File: config.mk
export PLATFORM = sky130hd
export DESIGN_NAME = programRegisters
export DESIGN_NICKNAME = d
export VERILOG_FILES = /design/src/source/dataPathPkg.sv /design/src/source/programRegisters.sv
export SDC_FILE = /design/constraint.sdc
export NUM_CORES = 1
export LEC_CHECK = 0
export ABC_CLOCK_PERIOD_IN_PS = 4300
export BUFFER_PORTS_ARGS = -buffer_cell sky130_fd_sc_hd__buf_2
export CAP_MARGIN = 10
export CORE_MARGIN = 2
export CORE_UTILIZATION = 30
export DETAILED_ROUTE_END_ITERATION = 10
export MAX_ROUTING_LAYER = met4
export PLACE_DENSITY = 0.62
export SYNTH_ARGS = -nofsm -noshare
export SYNTH_HDL_FRONTEND = slang
export SYNTH_SLANG_ARGS = --single-unit
File: constraint.sdc
create_clock -name Clock -period 4.3 [get_ports Clock]
set_input_delay 0.86 -clock Clock [delete_from_list [all_inputs] [get_ports Clock]]
set_output_delay 0.86 -clock Clock [all_outputs]
set_load 0.02 [all_outputs]
File: src/source/dataPathPkg.sv
// Shared widths, instruction field positions and opcode types for the datapath blocks
package dataPathPkg;

   // Data and bus width
   localparam int wordWidth = 32;

   // General register file
   localparam int regCount = 16;
   localparam int regSelWidth = 4;

   // Word memory, addressed by the low bits of MAR
   localparam int memDepth = 512;
   localparam int memAddrWidth = 9;

   // Instruction register fields
   localparam int raLsb = 23;
   localparam int rbLsb = 19;
   localparam int rcLsb = 15;
   localparam int immWidth = 19;

   // Branch condition sits in the low two bits of the Rb field
   localparam int condLsb = 19;

   // ALU operations, opAdd keeps the encoding used by existing control sequences
   typedef enum logic [4:0] {
      opShr = 5'd0,
      opShra = 5'd1,
      opShl = 5'd2,
      opRor = 5'd3,
      opAdd = 5'd4,
      opSub = 5'd5,
      opAnd = 5'd6,
      opOr = 5'd7,
      opRol = 5'd8,
      opMul = 5'd9,
      opNeg = 5'd10,
      opNot = 5'd11
   } aluOp;

   // Conditional branch tests applied to the bus value
   typedef enum logic [1:0] {
      condZero = 2'd0,
      condNonZero = 2'd1,
      condPositive = 2'd2,
      condNegative = 2'd3
   } branchCond;

endpackage

File: src/source/programRegisters.sv
// Program counter, instruction register, immediate sign extension and branch flag
`timescale 1ns/1ps

module programRegisters (
   input  logic Clock,
   input  logic rstN,
   input  logic [dataPathPkg::wordWidth-1:0] busValue,
   input  logic PCin,
   input  logic IncPC,
   input  logic IRin,
   input  logic CONFFin,
   output logic [dataPathPkg::wordWidth-1:0] pcValue,
   output logic [dataPathPkg::wordWidth-1:0] irValue,
   output logic [dataPathPkg::wordWidth-1:0] immValue,
   output logic branch
);

   dataPathPkg::branchCond cond;
   logic condMet;

   // C field sign extended to a full word
   assign immValue = {{(dataPathPkg::wordWidth - dataPathPkg::immWidth)
                        {irValue[dataPathPkg::immWidth-1]}},
                      irValue[dataPathPkg::immWidth-1:0]};

   assign cond = dataPathPkg::branchCond'(irValue[dataPathPkg::condLsb+1:dataPathPkg::condLsb]);

   // Condition tested against whatever is on the bus now
   always_comb begin
      condMet = 1'b0;
      case (cond)
         dataPathPkg::condZero: begin
            condMet = (busValue == '0);
         end
         dataPathPkg::condNonZero: begin
            condMet = (busValue != '0);
         end
         dataPathPkg::condPositive: begin
            condMet = !busValue[dataPathPkg::wordWidth-1] && (busValue != '0);
         end
         dataPathPkg::condNegative: begin
            condMet = busValue[dataPathPkg::wordWidth-1];
         end
         default: begin
            condMet = 1'b0;
         end
      endcase
   end

   // PCin takes priority over the increment
   always_ff @(posedge Clock) begin
      if (!rstN) begin
         pcValue <= '0;
      end else if (PCin) begin
         pcValue <= busValue;
      end else if (IncPC) begin
         pcValue <= pcValue + 1;
      end
   end

   always_ff @(posedge Clock) begin
      if (!rstN) begin
         irValue <= '0;
         branch <= 1'b0;
      end else begin
         if (IRin) begin
            irValue <= busValue;
         end
         if (CONFFin) begin
            branch <= condMet;
         end
      end
   end

endmodule

# [After elaboration in Yosys (flattened, before gate mapping)]
# Cells that the tools add are included.
[totals] ff_bits=65 input_bits=38 out_inout_bits=97 elab_cells=16
[classes] add_sub_neg=1 n_eq_ne=3 n_mux=3 reduce_logical=6
[ops] cell="two-way mux 32 bit" count=2
[ops] cell="adder 32 x 1 -> 32 bit, second input constant" count=1
[ops] cell="logical NOT 32 bit" count=1
[ops] cell="nonzero test 32 bit" count=1
[ops] cell="equality test 2 bit, second input constant" count=2
[ops] cell="case mux 1 bit (4 select lines)" count=1
[ops] cell="equality test 2 x 1 -> 1 bit, second input constant" count=1
[ops] cell="logical NOT 2 bit" count=1
[ops] cell="nonzero test 2 bit" count=1
[ops] cell="logical AND 1 bit" count=1
[ops] cell="logical NOT 1 bit" count=1

# [Logic depth before layout (Yosys ltp)]
[depth] ltp_word=3 ltp_mapped=6 depth_no_buf=5

# [Worst setup path before layout]
# OpenSTA, ideal clock, no wires.
[synth_timing] kind="input-to-reg" startpoint="in IncPC" endpoint="reg pcValue[19] (netlist bit)" setup_ns=0.074 t_arrival_ns=2.289 required_time_ns=4.226 slack_ns=1.937 path_stages=5 n_path_buf=1 cell_sequence="nand4_2 or4_1 buf_2 or4_1 a31oi_1"
[synth_via] elab_chain_cells=1
[synth_rtl] element="from (decl)" line_no="programRegisters.sv:9" rtl="input logic IncPC,"
[synth_rtl] element="nonzero test 2 bit (no source line)"
[synth_rtl] element="to (signal assigned)" line_no="programRegisters.sv:55" rtl="pcValue <= busValue;"
[synth_rtl] element="to (signal assigned)" line_no="programRegisters.sv:57" rtl="pcValue <= pcValue + 1;"
[synth_rtl] element="to (decl)" line_no="programRegisters.sv:12" rtl="output logic [dataPathPkg::wordWidth-1:0] pcValue,"
# No other way between the ends.
# A chain may end at the register's enable or synchronous reset.

# [Final worst setup path]
# Ends and elaborated chain as after synthesis.

==> run_results.csv <==
group,metric,value,unit
timing,hold_slack,511,ps
worst_hold_path,min_path_type,"register to register",
job,maxCapViolations,0,
setup_path,critPathCaptureType,"register",
pwr,power_switching,0.488,mW
floorplanning,start_util,0.304,
yosys,synth-xor-area-share,0.0358,
setup_path,path_class,"input pin to register",
yosys,yosys.area_share.adder,0.00365,
timing,rsz0062_at_grt,"no",
global_route,grt_busiest_layer,"met2",
timing,final_hold_viol_count,0,
detailed_routing,first_iter_violations,139,
detailed_routing,drtAntennaViolNets,0,
floorplanning,die_w,111,µm
global_route,grtUsageMet2,0.249,
final_layout,final_common_cell,"buf_2",
yosys,ys_warn_count,0,
floorplanning,die_area,12300,µm²
cts,cts_repair_resize_count,0,
place,port_buffers,134,
cts,cts-hold-fix-buffers,0,
yosys,synth_top_family_by_area,"simple AND/OR/NAND/NOR gates",
place,routabilityCongestion,0.844,
timing,fmax,0.410,GHz
pwr,share_seq_of_total_power,0.408,
global_route,grt_usage,0.170,
timing,period_minus_slack,2440,ps
pwr,power.share.clock,0.431,
final_layout,antenna_cells,0,
final_layout,final_cell_mix,"buf_2 (134), dfxtp_1 (65), mux2i_1 (33), nor2b_1 (33), o21ai_0 (31)",
final_layout,seqCellArea,1300,µm²
yosys,syn_nets,427,
final_layout,num-fill-cells,1148,
final_layout,fin_nets,519,
yosys,avgSynthCellArea,8.83,µm²
global_route,grt_max_degree,67,
yosys,synth_cells,388,
setup_path,worstPathMaxFanout,12,
floorplanning,core_area,11300,µm²
yosys,ys_seq_area_frac,0.380,
floorplanning,die_y,111,µm
timing,relSlewSlack,0.356,
cts,post_cts_buffers,0,
detailed_routing,via_count,3219,
global_route,grt_use_met3,0.0388,
pwr,combPwrFrac,0.160,
cts,cts.sinks,65,
detailed_routing,first_pass_iters,4,
global_route,grt_pass1_vias,2992,
cts,cts_buffers,9,
cts,clockBufferDepth,2,
final_layout,multi_input_area,1790,µm²
floorplanning,io_pins,135,
yosys,synth_area,3430,µm²
pwr,p_sw_frac,0.289,
timing,fin_crit_sh,0.567,
timing,worst_pin_slew,967,ps
setup_path,critPathRequiredTime,4560,ps
yosys,synthArstFlopShare,0,
timing,setup_violations,0,
yosys,synth_cell_types,40,
timing,skew,4.72,ps
global_route,antenna_found_initial,0,
run_status,outcome,"finished, final reports clean",
final_layout,syn2layout_area_growth,24.2,%
yosys,synth-edff-count,0,
pwr,p_int,1.20,mW
cts,clkTransAtPathRegs,60,ps
setup_path,cp.arrival,2690,ps
cts,ctsHtreeMaxLevel,3,
detailed_routing,drc,0,
yosys,synth_compound_area_frac,0.138,
yosys,synth-simple-area-share,0.248,
cts,ctsRootBufferMaster,"clkbuf_16",
yosys,synthMuxAreaShare,0.0964,
pwr,ir_drop,190,µV
detailed_routing,wl_per_cell,16.2,µm
floorplanning,rows,39,
cts,clock_latency,330,ps
cts,cts_tree,"yes",
timing,slew_viol_final,0,
final_layout,drive_above_1_share,0.322,
yosys,ys.flop_type,"dfxtp_1",
detailed_routing,routed_wl,10.2,mm
global_route,grt.overflow.total,0,
global_route,gr-usage-met1,0.226,
global_route,grt_pass1_wl,16.1,mm
pwr,power_density,398,nW/µm²
setup_path,start_kind,"input pin",
yosys,ys_ff_latch,65,
place,dp_hpwl,7.60,mm
pwr,leakage,1.90,nW
final_layout,final_util,0.377,
detailed_routing,viasPerCell,5.13,
timing,final.setup.tns,0,ps
## layer usage
metal | wire, µm | vias up
li1 | - | 1587
met1 | 4680 | 1496
met2 | 4590 | 115
met3 | 705 | 21
met4 | 203 | 0
met5 | 0 | -
## cell families after synthesis
logic type,Yosys count
compound gates,75
simple gates,143
mux,33
flops,65
buf+inv,57
xor+xnor,14
fa+ha+maj,1
## layout make-up
type                            count  area share
Multi-Input combinational cell    266       0.420
Sequential cell                    65       0.306
Timing Repair Buffer              135       0.159
Clock buffer                       10      0.0562
Tap cell                          143      0.0421
Clock inverter                      6      0.0135
Inverter                            3     0.00265
## path summary, 6_finish.rpt
path                            startpoint                  endpoint  slack (ps)  cells after the start
hold / removal    irValue[29]$_SDFFE_PN0P_  irValue[29]$_SDFFE_PN0P_         510                      2
hold reg to reg   irValue[29]$_SDFFE_PN0P_  irValue[29]$_SDFFE_PN0P_         510                      2
setup reg to reg   pcValue[2]$_SDFFE_PN0P_  pcValue[19]$_SDFFE_PN0P_        2110                      4
setup / recovery                     IncPC  pcValue[19]$_SDFFE_PN0P_        1860                      5
## sequential cells by signal (all words and copies together), names as in the netlist
name,flops
branch,1
irValue,32
pcValue,32
## critical path, cell delays in order
cell,delay (ps)
buf_2,230
nand4_2,210
or4_1,680
or4_1,540
a31oi_1,180
## metrics by stage
stage	cell area (µm²)	worst slack (ps)	power, mW	std cells
2_1_floorplan	3430	1940	0.882	388
6_report	4250	1860	1.69	628
3_3_place_gp	3960	1590	0.969	612
4_1_cts	4250	1850	1.72	628
5_1_grt	4250	1750	1.77	628
3_5_place_dp	3960	1520	0.974	612
## power by group through the flow
stage	logic, mW	registers [mW]	clock network, mW
3_5_place_dp	0.272	0.702	0
5_1_grt	0.292	0.698	0.777
3_3_place_gp	0.269	0.700	0
4_1_cts	0.273	0.690	0.753
6_report	0.271	0.690	0.730
2_1_floorplan	0.140	0.741	0
## synth_stat cells, types with 8 or more instances
master    number  area share
o31ai_1        8       0.018
or4_1         13       0.028
dfxtp_1       65        0.38
nor4_1        14       0.026
nand3_1       14       0.020
xor2_1         8       0.020
clkbuf_1      16       0.018
a31oi_1       12       0.022
nand2_1       23       0.025
nor2b_1       33       0.060
mux2i_1       33       0.096
o21ai_0       31       0.045
nand4_1       14       0.026
buf_4         32       0.070
No activity file was read; power rests on OpenSTA's default activity.
