===== src/source/dataPathPkg.sv =====
// Shared widths, instruction field positions and opcode types for the datapath blocks
package dataPathPkg;

   // Data and bus width
   localparam int wordWidth = 32;

   // General register file
   localparam int regCount = 16;
   localparam int regSelWidth = 4;

   // Word memory, addressed by the low bits of MAR
   localparam int memDepth = 512;
   localparam int memAddrWidth = 9;

   // Instruction register fields
   localparam int raLsb = 23;
   localparam int rbLsb = 19;
   localparam int rcLsb = 15;
   localparam int immWidth = 19;

   // Branch condition sits in the low two bits of the Rb field
   localparam int condLsb = 19;

   // ALU operations, opAdd keeps the encoding used by existing control sequences
   typedef enum logic [4:0] {
      opShr = 5'd0,
      opShra = 5'd1,
      opShl = 5'd2,
      opRor = 5'd3,
      opAdd = 5'd4,
      opSub = 5'd5,
      opAnd = 5'd6,
      opOr = 5'd7,
      opRol = 5'd8,
      opMul = 5'd9,
      opNeg = 5'd10,
      opNot = 5'd11
   } aluOp;

   // Conditional branch tests applied to the bus value
   typedef enum logic [1:0] {
      condZero = 2'd0,
      condNonZero = 2'd1,
      condPositive = 2'd2,
      condNegative = 2'd3
   } branchCond;

endpackage


===== src/source/busMux.sv =====
// Priority selector that places one source onto the shared bus, zero when idle
`timescale 1ns/1ps

module busMux (
   input  logic [dataPathPkg::wordWidth-1:0] readValue,
   input  logic RFout,
   input  logic Rout,
   input  logic [dataPathPkg::wordWidth-1:0] pcValue,
   input  logic PCout,
   input  logic [dataPathPkg::wordWidth-1:0] irValue,
   input  logic IRout,
   input  logic [dataPathPkg::wordWidth-1:0] ryValue,
   input  logic RYout,
   input  logic [dataPathPkg::wordWidth-1:0] zLowValue,
   input  logic RZLOout,
   input  logic [dataPathPkg::wordWidth-1:0] zHighValue,
   input  logic RZHIout,
   input  logic [dataPathPkg::wordWidth-1:0] marValue,
   input  logic MARout,
   input  logic [dataPathPkg::wordWidth-1:0] hiValue,
   input  logic RHIout,
   input  logic [dataPathPkg::wordWidth-1:0] loValue,
   input  logic RLOout,
   input  logic [dataPathPkg::wordWidth-1:0] immValue,
   input  logic Immout,
   input  logic [dataPathPkg::wordWidth-1:0] mdrValue,
   input  logic MDRout,
   input  logic [dataPathPkg::wordWidth-1:0] extData,
   input  logic extIn,
   output logic [dataPathPkg::wordWidth-1:0] busValue
);

   // External injection first, then the datapath sources in fixed order
   always_comb begin
      if (extIn)                 busValue = extData;
      else if (RFout || Rout)    busValue = readValue;
      else if (PCout)            busValue = pcValue;
      else if (IRout)            busValue = irValue;
      else if (RYout)            busValue = ryValue;
      else if (RZLOout)          busValue = zLowValue;
      else if (RZHIout)          busValue = zHighValue;
      else if (MARout)           busValue = marValue;
      else if (RHIout)           busValue = hiValue;
      else if (RLOout)           busValue = loValue;
      else if (Immout)           busValue = immValue;
      else if (MDRout)           busValue = mdrValue;
      else                       busValue = '0;
   end

endmodule


===== config.mk =====
export PLATFORM = sky130hd
export DESIGN_NAME = busMux
export DESIGN_NICKNAME = d
export VERILOG_FILES = /design/src/source/dataPathPkg.sv /design/src/source/busMux.sv
export SDC_FILE = /design/constraint.sdc
export NUM_CORES = 1
export LEC_CHECK = 0
export BUFFER_PORTS_ARGS = -buffer_cell sky130_fd_sc_hd__buf_4
export CAP_MARGIN = 15
export CORE_AREA = 2 2 165 167
export DETAILED_ROUTE_END_ITERATION = 10
export DIE_AREA = 0 0 167 169
export SETUP_SLACK_MARGIN = 0.05
export SLEW_MARGIN = 10
export SYNTH_ARGS = -nofsm -noshare
export SYNTH_HDL_FRONTEND = slang
export SYNTH_SLANG_ARGS = --single-unit

===== constraint.sdc =====
create_clock -name vclk -period 1.9
set_input_delay 0.095 -clock vclk [all_inputs]
set_output_delay 0.095 -clock vclk [all_outputs]
set_load 0.05 [all_outputs]

# After elaboration in Yosys (flattened, before gate mapping)
# Index checks and enable logic that the tools add are counted.
dict set report word_totals {
  elab_cells 13
  output_inout_bits 32
  reg_bits 0
}
dict set report classes {
  mux 12
  reduce_logical 1
}
# cell n
set ops {}
lappend ops {{$mux 32} 12}
lappend ops {{$logic_or 1x1->1} 1}

# Longest topological paths before layout
dict set report logic_depth {
  ltp_word 12
  ltp_mapped 7
  mapped_depth_nobuf 4
}

# Worst setup path before layout
# Ideal clock, no wire load.
dict set report synth_path {
  kind {in2out}
  from {input port RHIout}
  to {output port busValue[21] (netlist name)}
  cell_stages 7
  arrival_ns 1.826
  required_time_ns 1.805
  n_path_buf 3
  setup_slack_ns -0.021
  cell_sequence {buf_2 > buf_2 > buf_2 > nor3b_1 > o31ai_1 > nand3_1 > a32oi_1}
}
dict set report synth_via {
  elab_chain_cells 9
}
# element line_no
set synth_rtl {}
lappend synth_rtl {{start: declaration} busMux.sv:21} ;# input logic RHIout,
lappend synth_rtl {{$mux 32} busMux.sv:43} ;# else if (RHIout) busValue = hiValue;
lappend synth_rtl {{$mux 32} busMux.sv:42} ;# else if (MARout) busValue = marValue;
lappend synth_rtl {{$mux 32} busMux.sv:41} ;# else if (RZHIout) busValue = zHighValue;
lappend synth_rtl {{$mux 32} busMux.sv:40} ;# else if (RZLOout) busValue = zLowValue;
lappend synth_rtl {{$mux 32} busMux.sv:39} ;# else if (RYout) busValue = ryValue;
lappend synth_rtl {{$mux 32} busMux.sv:38} ;# else if (IRout) busValue = irValue;
lappend synth_rtl {{$mux 32} busMux.sv:37} ;# else if (PCout) busValue = pcValue;
lappend synth_rtl {{$mux 32} busMux.sv:36} ;# else if (RFout || Rout) busValue = readValue;
lappend synth_rtl {{$mux 32} busMux.sv:35} ;# if (extIn) busValue = extData;
lappend synth_rtl {{end: declaration} busMux.sv:30} ;# output logic [dataPathPkg::wordWidth-1:0] busValue
# Every way passes these cells.

# Final worst setup path
dict set report layout_path {
  from {input port RZHIout}
  to {output port busValue[21] (netlist name)}
}
dict set report layout_via {
  elab_chain_cells 7
}
# element line_no
set layout_rtl {}
lappend layout_rtl {{start: declaration} busMux.sv:17} ;# input logic RZHIout,
lappend layout_rtl {{$mux 32} busMux.sv:41}
lappend layout_rtl {{$mux 32} busMux.sv:40}
lappend layout_rtl {{$mux 32} busMux.sv:39}
lappend layout_rtl {{$mux 32} busMux.sv:38}
lappend layout_rtl {{$mux 32} busMux.sv:37}
lappend layout_rtl {{$mux 32} busMux.sv:36}
lappend layout_rtl {{$mux 32} busMux.sv:35}
# Every way passes these cells.

==> parameters.txt <==
Parameter                              Value

Run status
  Run status    finished clean

Layout
  Fill count    2927
  Signed area change from the synthesized netlist to the final layout    91.8%
  Commonest cells after routing, fill and taps aside    457 x buf_4, 64 x nor3b_1, 64 x nor2b_1
  Final Instance Area    8410 um2
  Number of flip-flops and latches    0
  Final layout net count    1454
  Area of the multi-input gates    4100 um2
  Final standard cell utilization of the core    0.317
  Most frequent standard cell in the layout excluding fill and tap cells    buf_4
  Ant diodes    0
  Storage cell area    0 um2
  Clkbuf count    0
  Layout cells sized above 1    0.486

Logic synthesis
  Synthesis Warnings    0
  Dominant cells by area after synthesis    nor3b_1 11%, nor2b_1 9.3%, a311o_1 7.3%
  Number of standard cells after synthesis    678
  Net Count, Synth    1075
  Avg Inst Size Synth    6.47 um2
  Proportion of synthesized chip area in sequential cells    0
  Post-synth cell types    29
  Post-Synthesis Cell Area    4380 um2
  Area share of the leading cell type in the synthesized netlist    0.110
  Yosys top cell by area    nor3b_1

Pwr
  Maximum vdd drop    0.000187 V
  Ratio of total power to cell area    253 nW/um2
  Leakage Power    0.00358 uW

Placed design
  Post-DP Area    8390 um2
  Estimated wirelength of the detail-placed design    24200 um
  Number of I/O port buffers    429
  Routability Congestion    1.02

Clock tree
  Setup Buffers After CTS    0

STA
  Count of final max-slew check failures    0
  Transition at the pin with the smallest max-transition slack    557 ps
  Time the final worst path needs with I/O delays and setup    1810 ps
  RSZ-0062 raised after global routing    no
  Hold Worst Slack    599 ps
  Finish-stage setup viols    0
  Portion of the clock cycle consumed by the worst path in the final layout    0.952
  Top achievable clock speed    553 MHz
  Final hold vios    0
  Worst slew margin relative to its limit    0.629

Global routing
  GRT Overall Usage    0.195
  Wire length of the first global-routing pass    43400 um
  Via count of the first global-routing pass    7344
  Pin count of the biggest net entering global routing    65
  Initial antenna violation count    0
  Total overflow reported by the global router    0

Floorplanning
  Number of standard-cell rows in the floorplan    60
  Die height    169 um
  Horiz. Die Dim    167 um
  Die outline area    28200 um2
  Core region area    26500 um2
  Initial core utilization    0.165
  Top-level port count    429

Setup path
  CP delay by family, top    buffers and inverters
  Data arrival time of the critical path    1710 ps
  Most used cell along the critical path    buf_4
  Data required time at the worst endpoint    1800 ps
  Maximum cell stage delay along the critical path    450 ps
  Highest-delay cell along the critical path    or4_1
  Startpoint Class    input port
  Worst path buffer plus inverter count    3
  WS Path Type    input port to primary output
  Critical path capture point type    primary output
  Ordered cell list for the critical path    buf_4 > buf_4 > a211oi_1 > or4_1 > a32oi_2 > buf_4
  Worst-path fanout max    22

Routing
  Initial detailed-routing violation count    691
  WL per Instance    21.4 um
  Total length of routed wires    29900 um
  DRC violations left    0
  Number of nets with antenna violations after routing    0
  Number of vias after detailed routing    7445
  Vias per cell    5.33
  Number of optimization iterations in the first detailed-route pass    5

Job
  Number of max-cap violations    0

Min path
  Type of the most critical hold path    input port to primary output
## tightest hold or removal path, cell delays in order
cell and delay [ps]:
buf_4 110, nand2_1 70, a32oi_2 50, buf_4 180
## stage by stage
| stage | instances | TNS (ps) | total power [uW] | setup slack, ps |
|---|---|---|---|---|
| 2_1_floorplan | 678 | 0 | 1010 | 218 |
| 3_3_place_gp | 1396 | -47.1 | 2090 | -47.1 |
| 3_5_place_dp | 1396 | -40.3 | 2110 | -40.3 |
| 4_1_cts | 1396 | 0 | 2120 | 95.5 |
| 5_1_grt | 1396 | 0 | 2260 | 52.4 |
| 6_report | 1396 | 0 | 2120 | 91.9 |
## final cells by class
class | instances | area share
multi-input combinational | 548 | 0.487
timing repair buffer | 474 | 0.447
inverter | 33 | 0.0147
tap | 341 | 0.0507
## synthesized netlist by cell type
| master | number |
|---|---|
| or3_1 | 1 |
| or2_2 | 2 |
| buf_6 | 4 |
| buf_2 | 26 |
| o21ai_0 | 1 |
| nor3b_1 | 64 |
| o31ai_1 | 32 |
| a221o_1 | 31 |
| nor3_1 | 1 |
| nor2_1 | 32 |
| nor4_1 | 31 |
| nor2b_1 | 65 |
| nand2_1 | 63 |
| a211o_1 | 32 |
| clkbuf_2 | 2 |
| buf_4 | 1 |
| a21oi_1 | 1 |
| a311o_1 | 32 |
| a32oi_1 | 32 |
| a221oi_1 | 32 |
| buf_1 | 3 |
| inv_1 | 33 |
| nand3_1 | 31 |
| a22o_1 | 1 |
| clkbuf_1 | 61 |
| a211oi_1 | 31 |
| o2111ai_1 | 1 |
| nor2_2 | 1 |
| or4_1 | 31 |
## report_power, final
group	switching (uW)	internal, uW
registers	0	0
clock network	0	0
logic	1070	1050
## layer usage
layer / up-vias / GRT usage / part of all wire
met5: - / 0 / 0
met4: 0 / 0.0341 / 0.018
met3: 37 / 0.0318 / 0.084
met2: 428 / 0.339 / 0.48
met1: 3504 / 0.256 / 0.42
li1: 3476 / - / -
## worst paths after layout
| check | startpoint | end | slack [ps] | cells past startpoint |
|---|---|---|---|---|
| min | extData[13] | busValue[13] | 600 | 4 |
| max | RZHIout | busValue[21] | 90 | 6 |
## what timing repair did
item,CTS,global route
hold buffers,0,0
resized for setup,2,2
setup endpoints to repair,2,5
## kinds of logic (layout without fill, tap and decap cells)
logic type / after synthesis / count (layout) / share of synthesized area
AO/OA/AOI/OAI: 226 / 226 / 0.450
buffers and inverters: 130 / 507 / 0.127
AND/OR/NAND/NOR: 322 / 322 / 0.423
(Power assumes the default switching activity.)
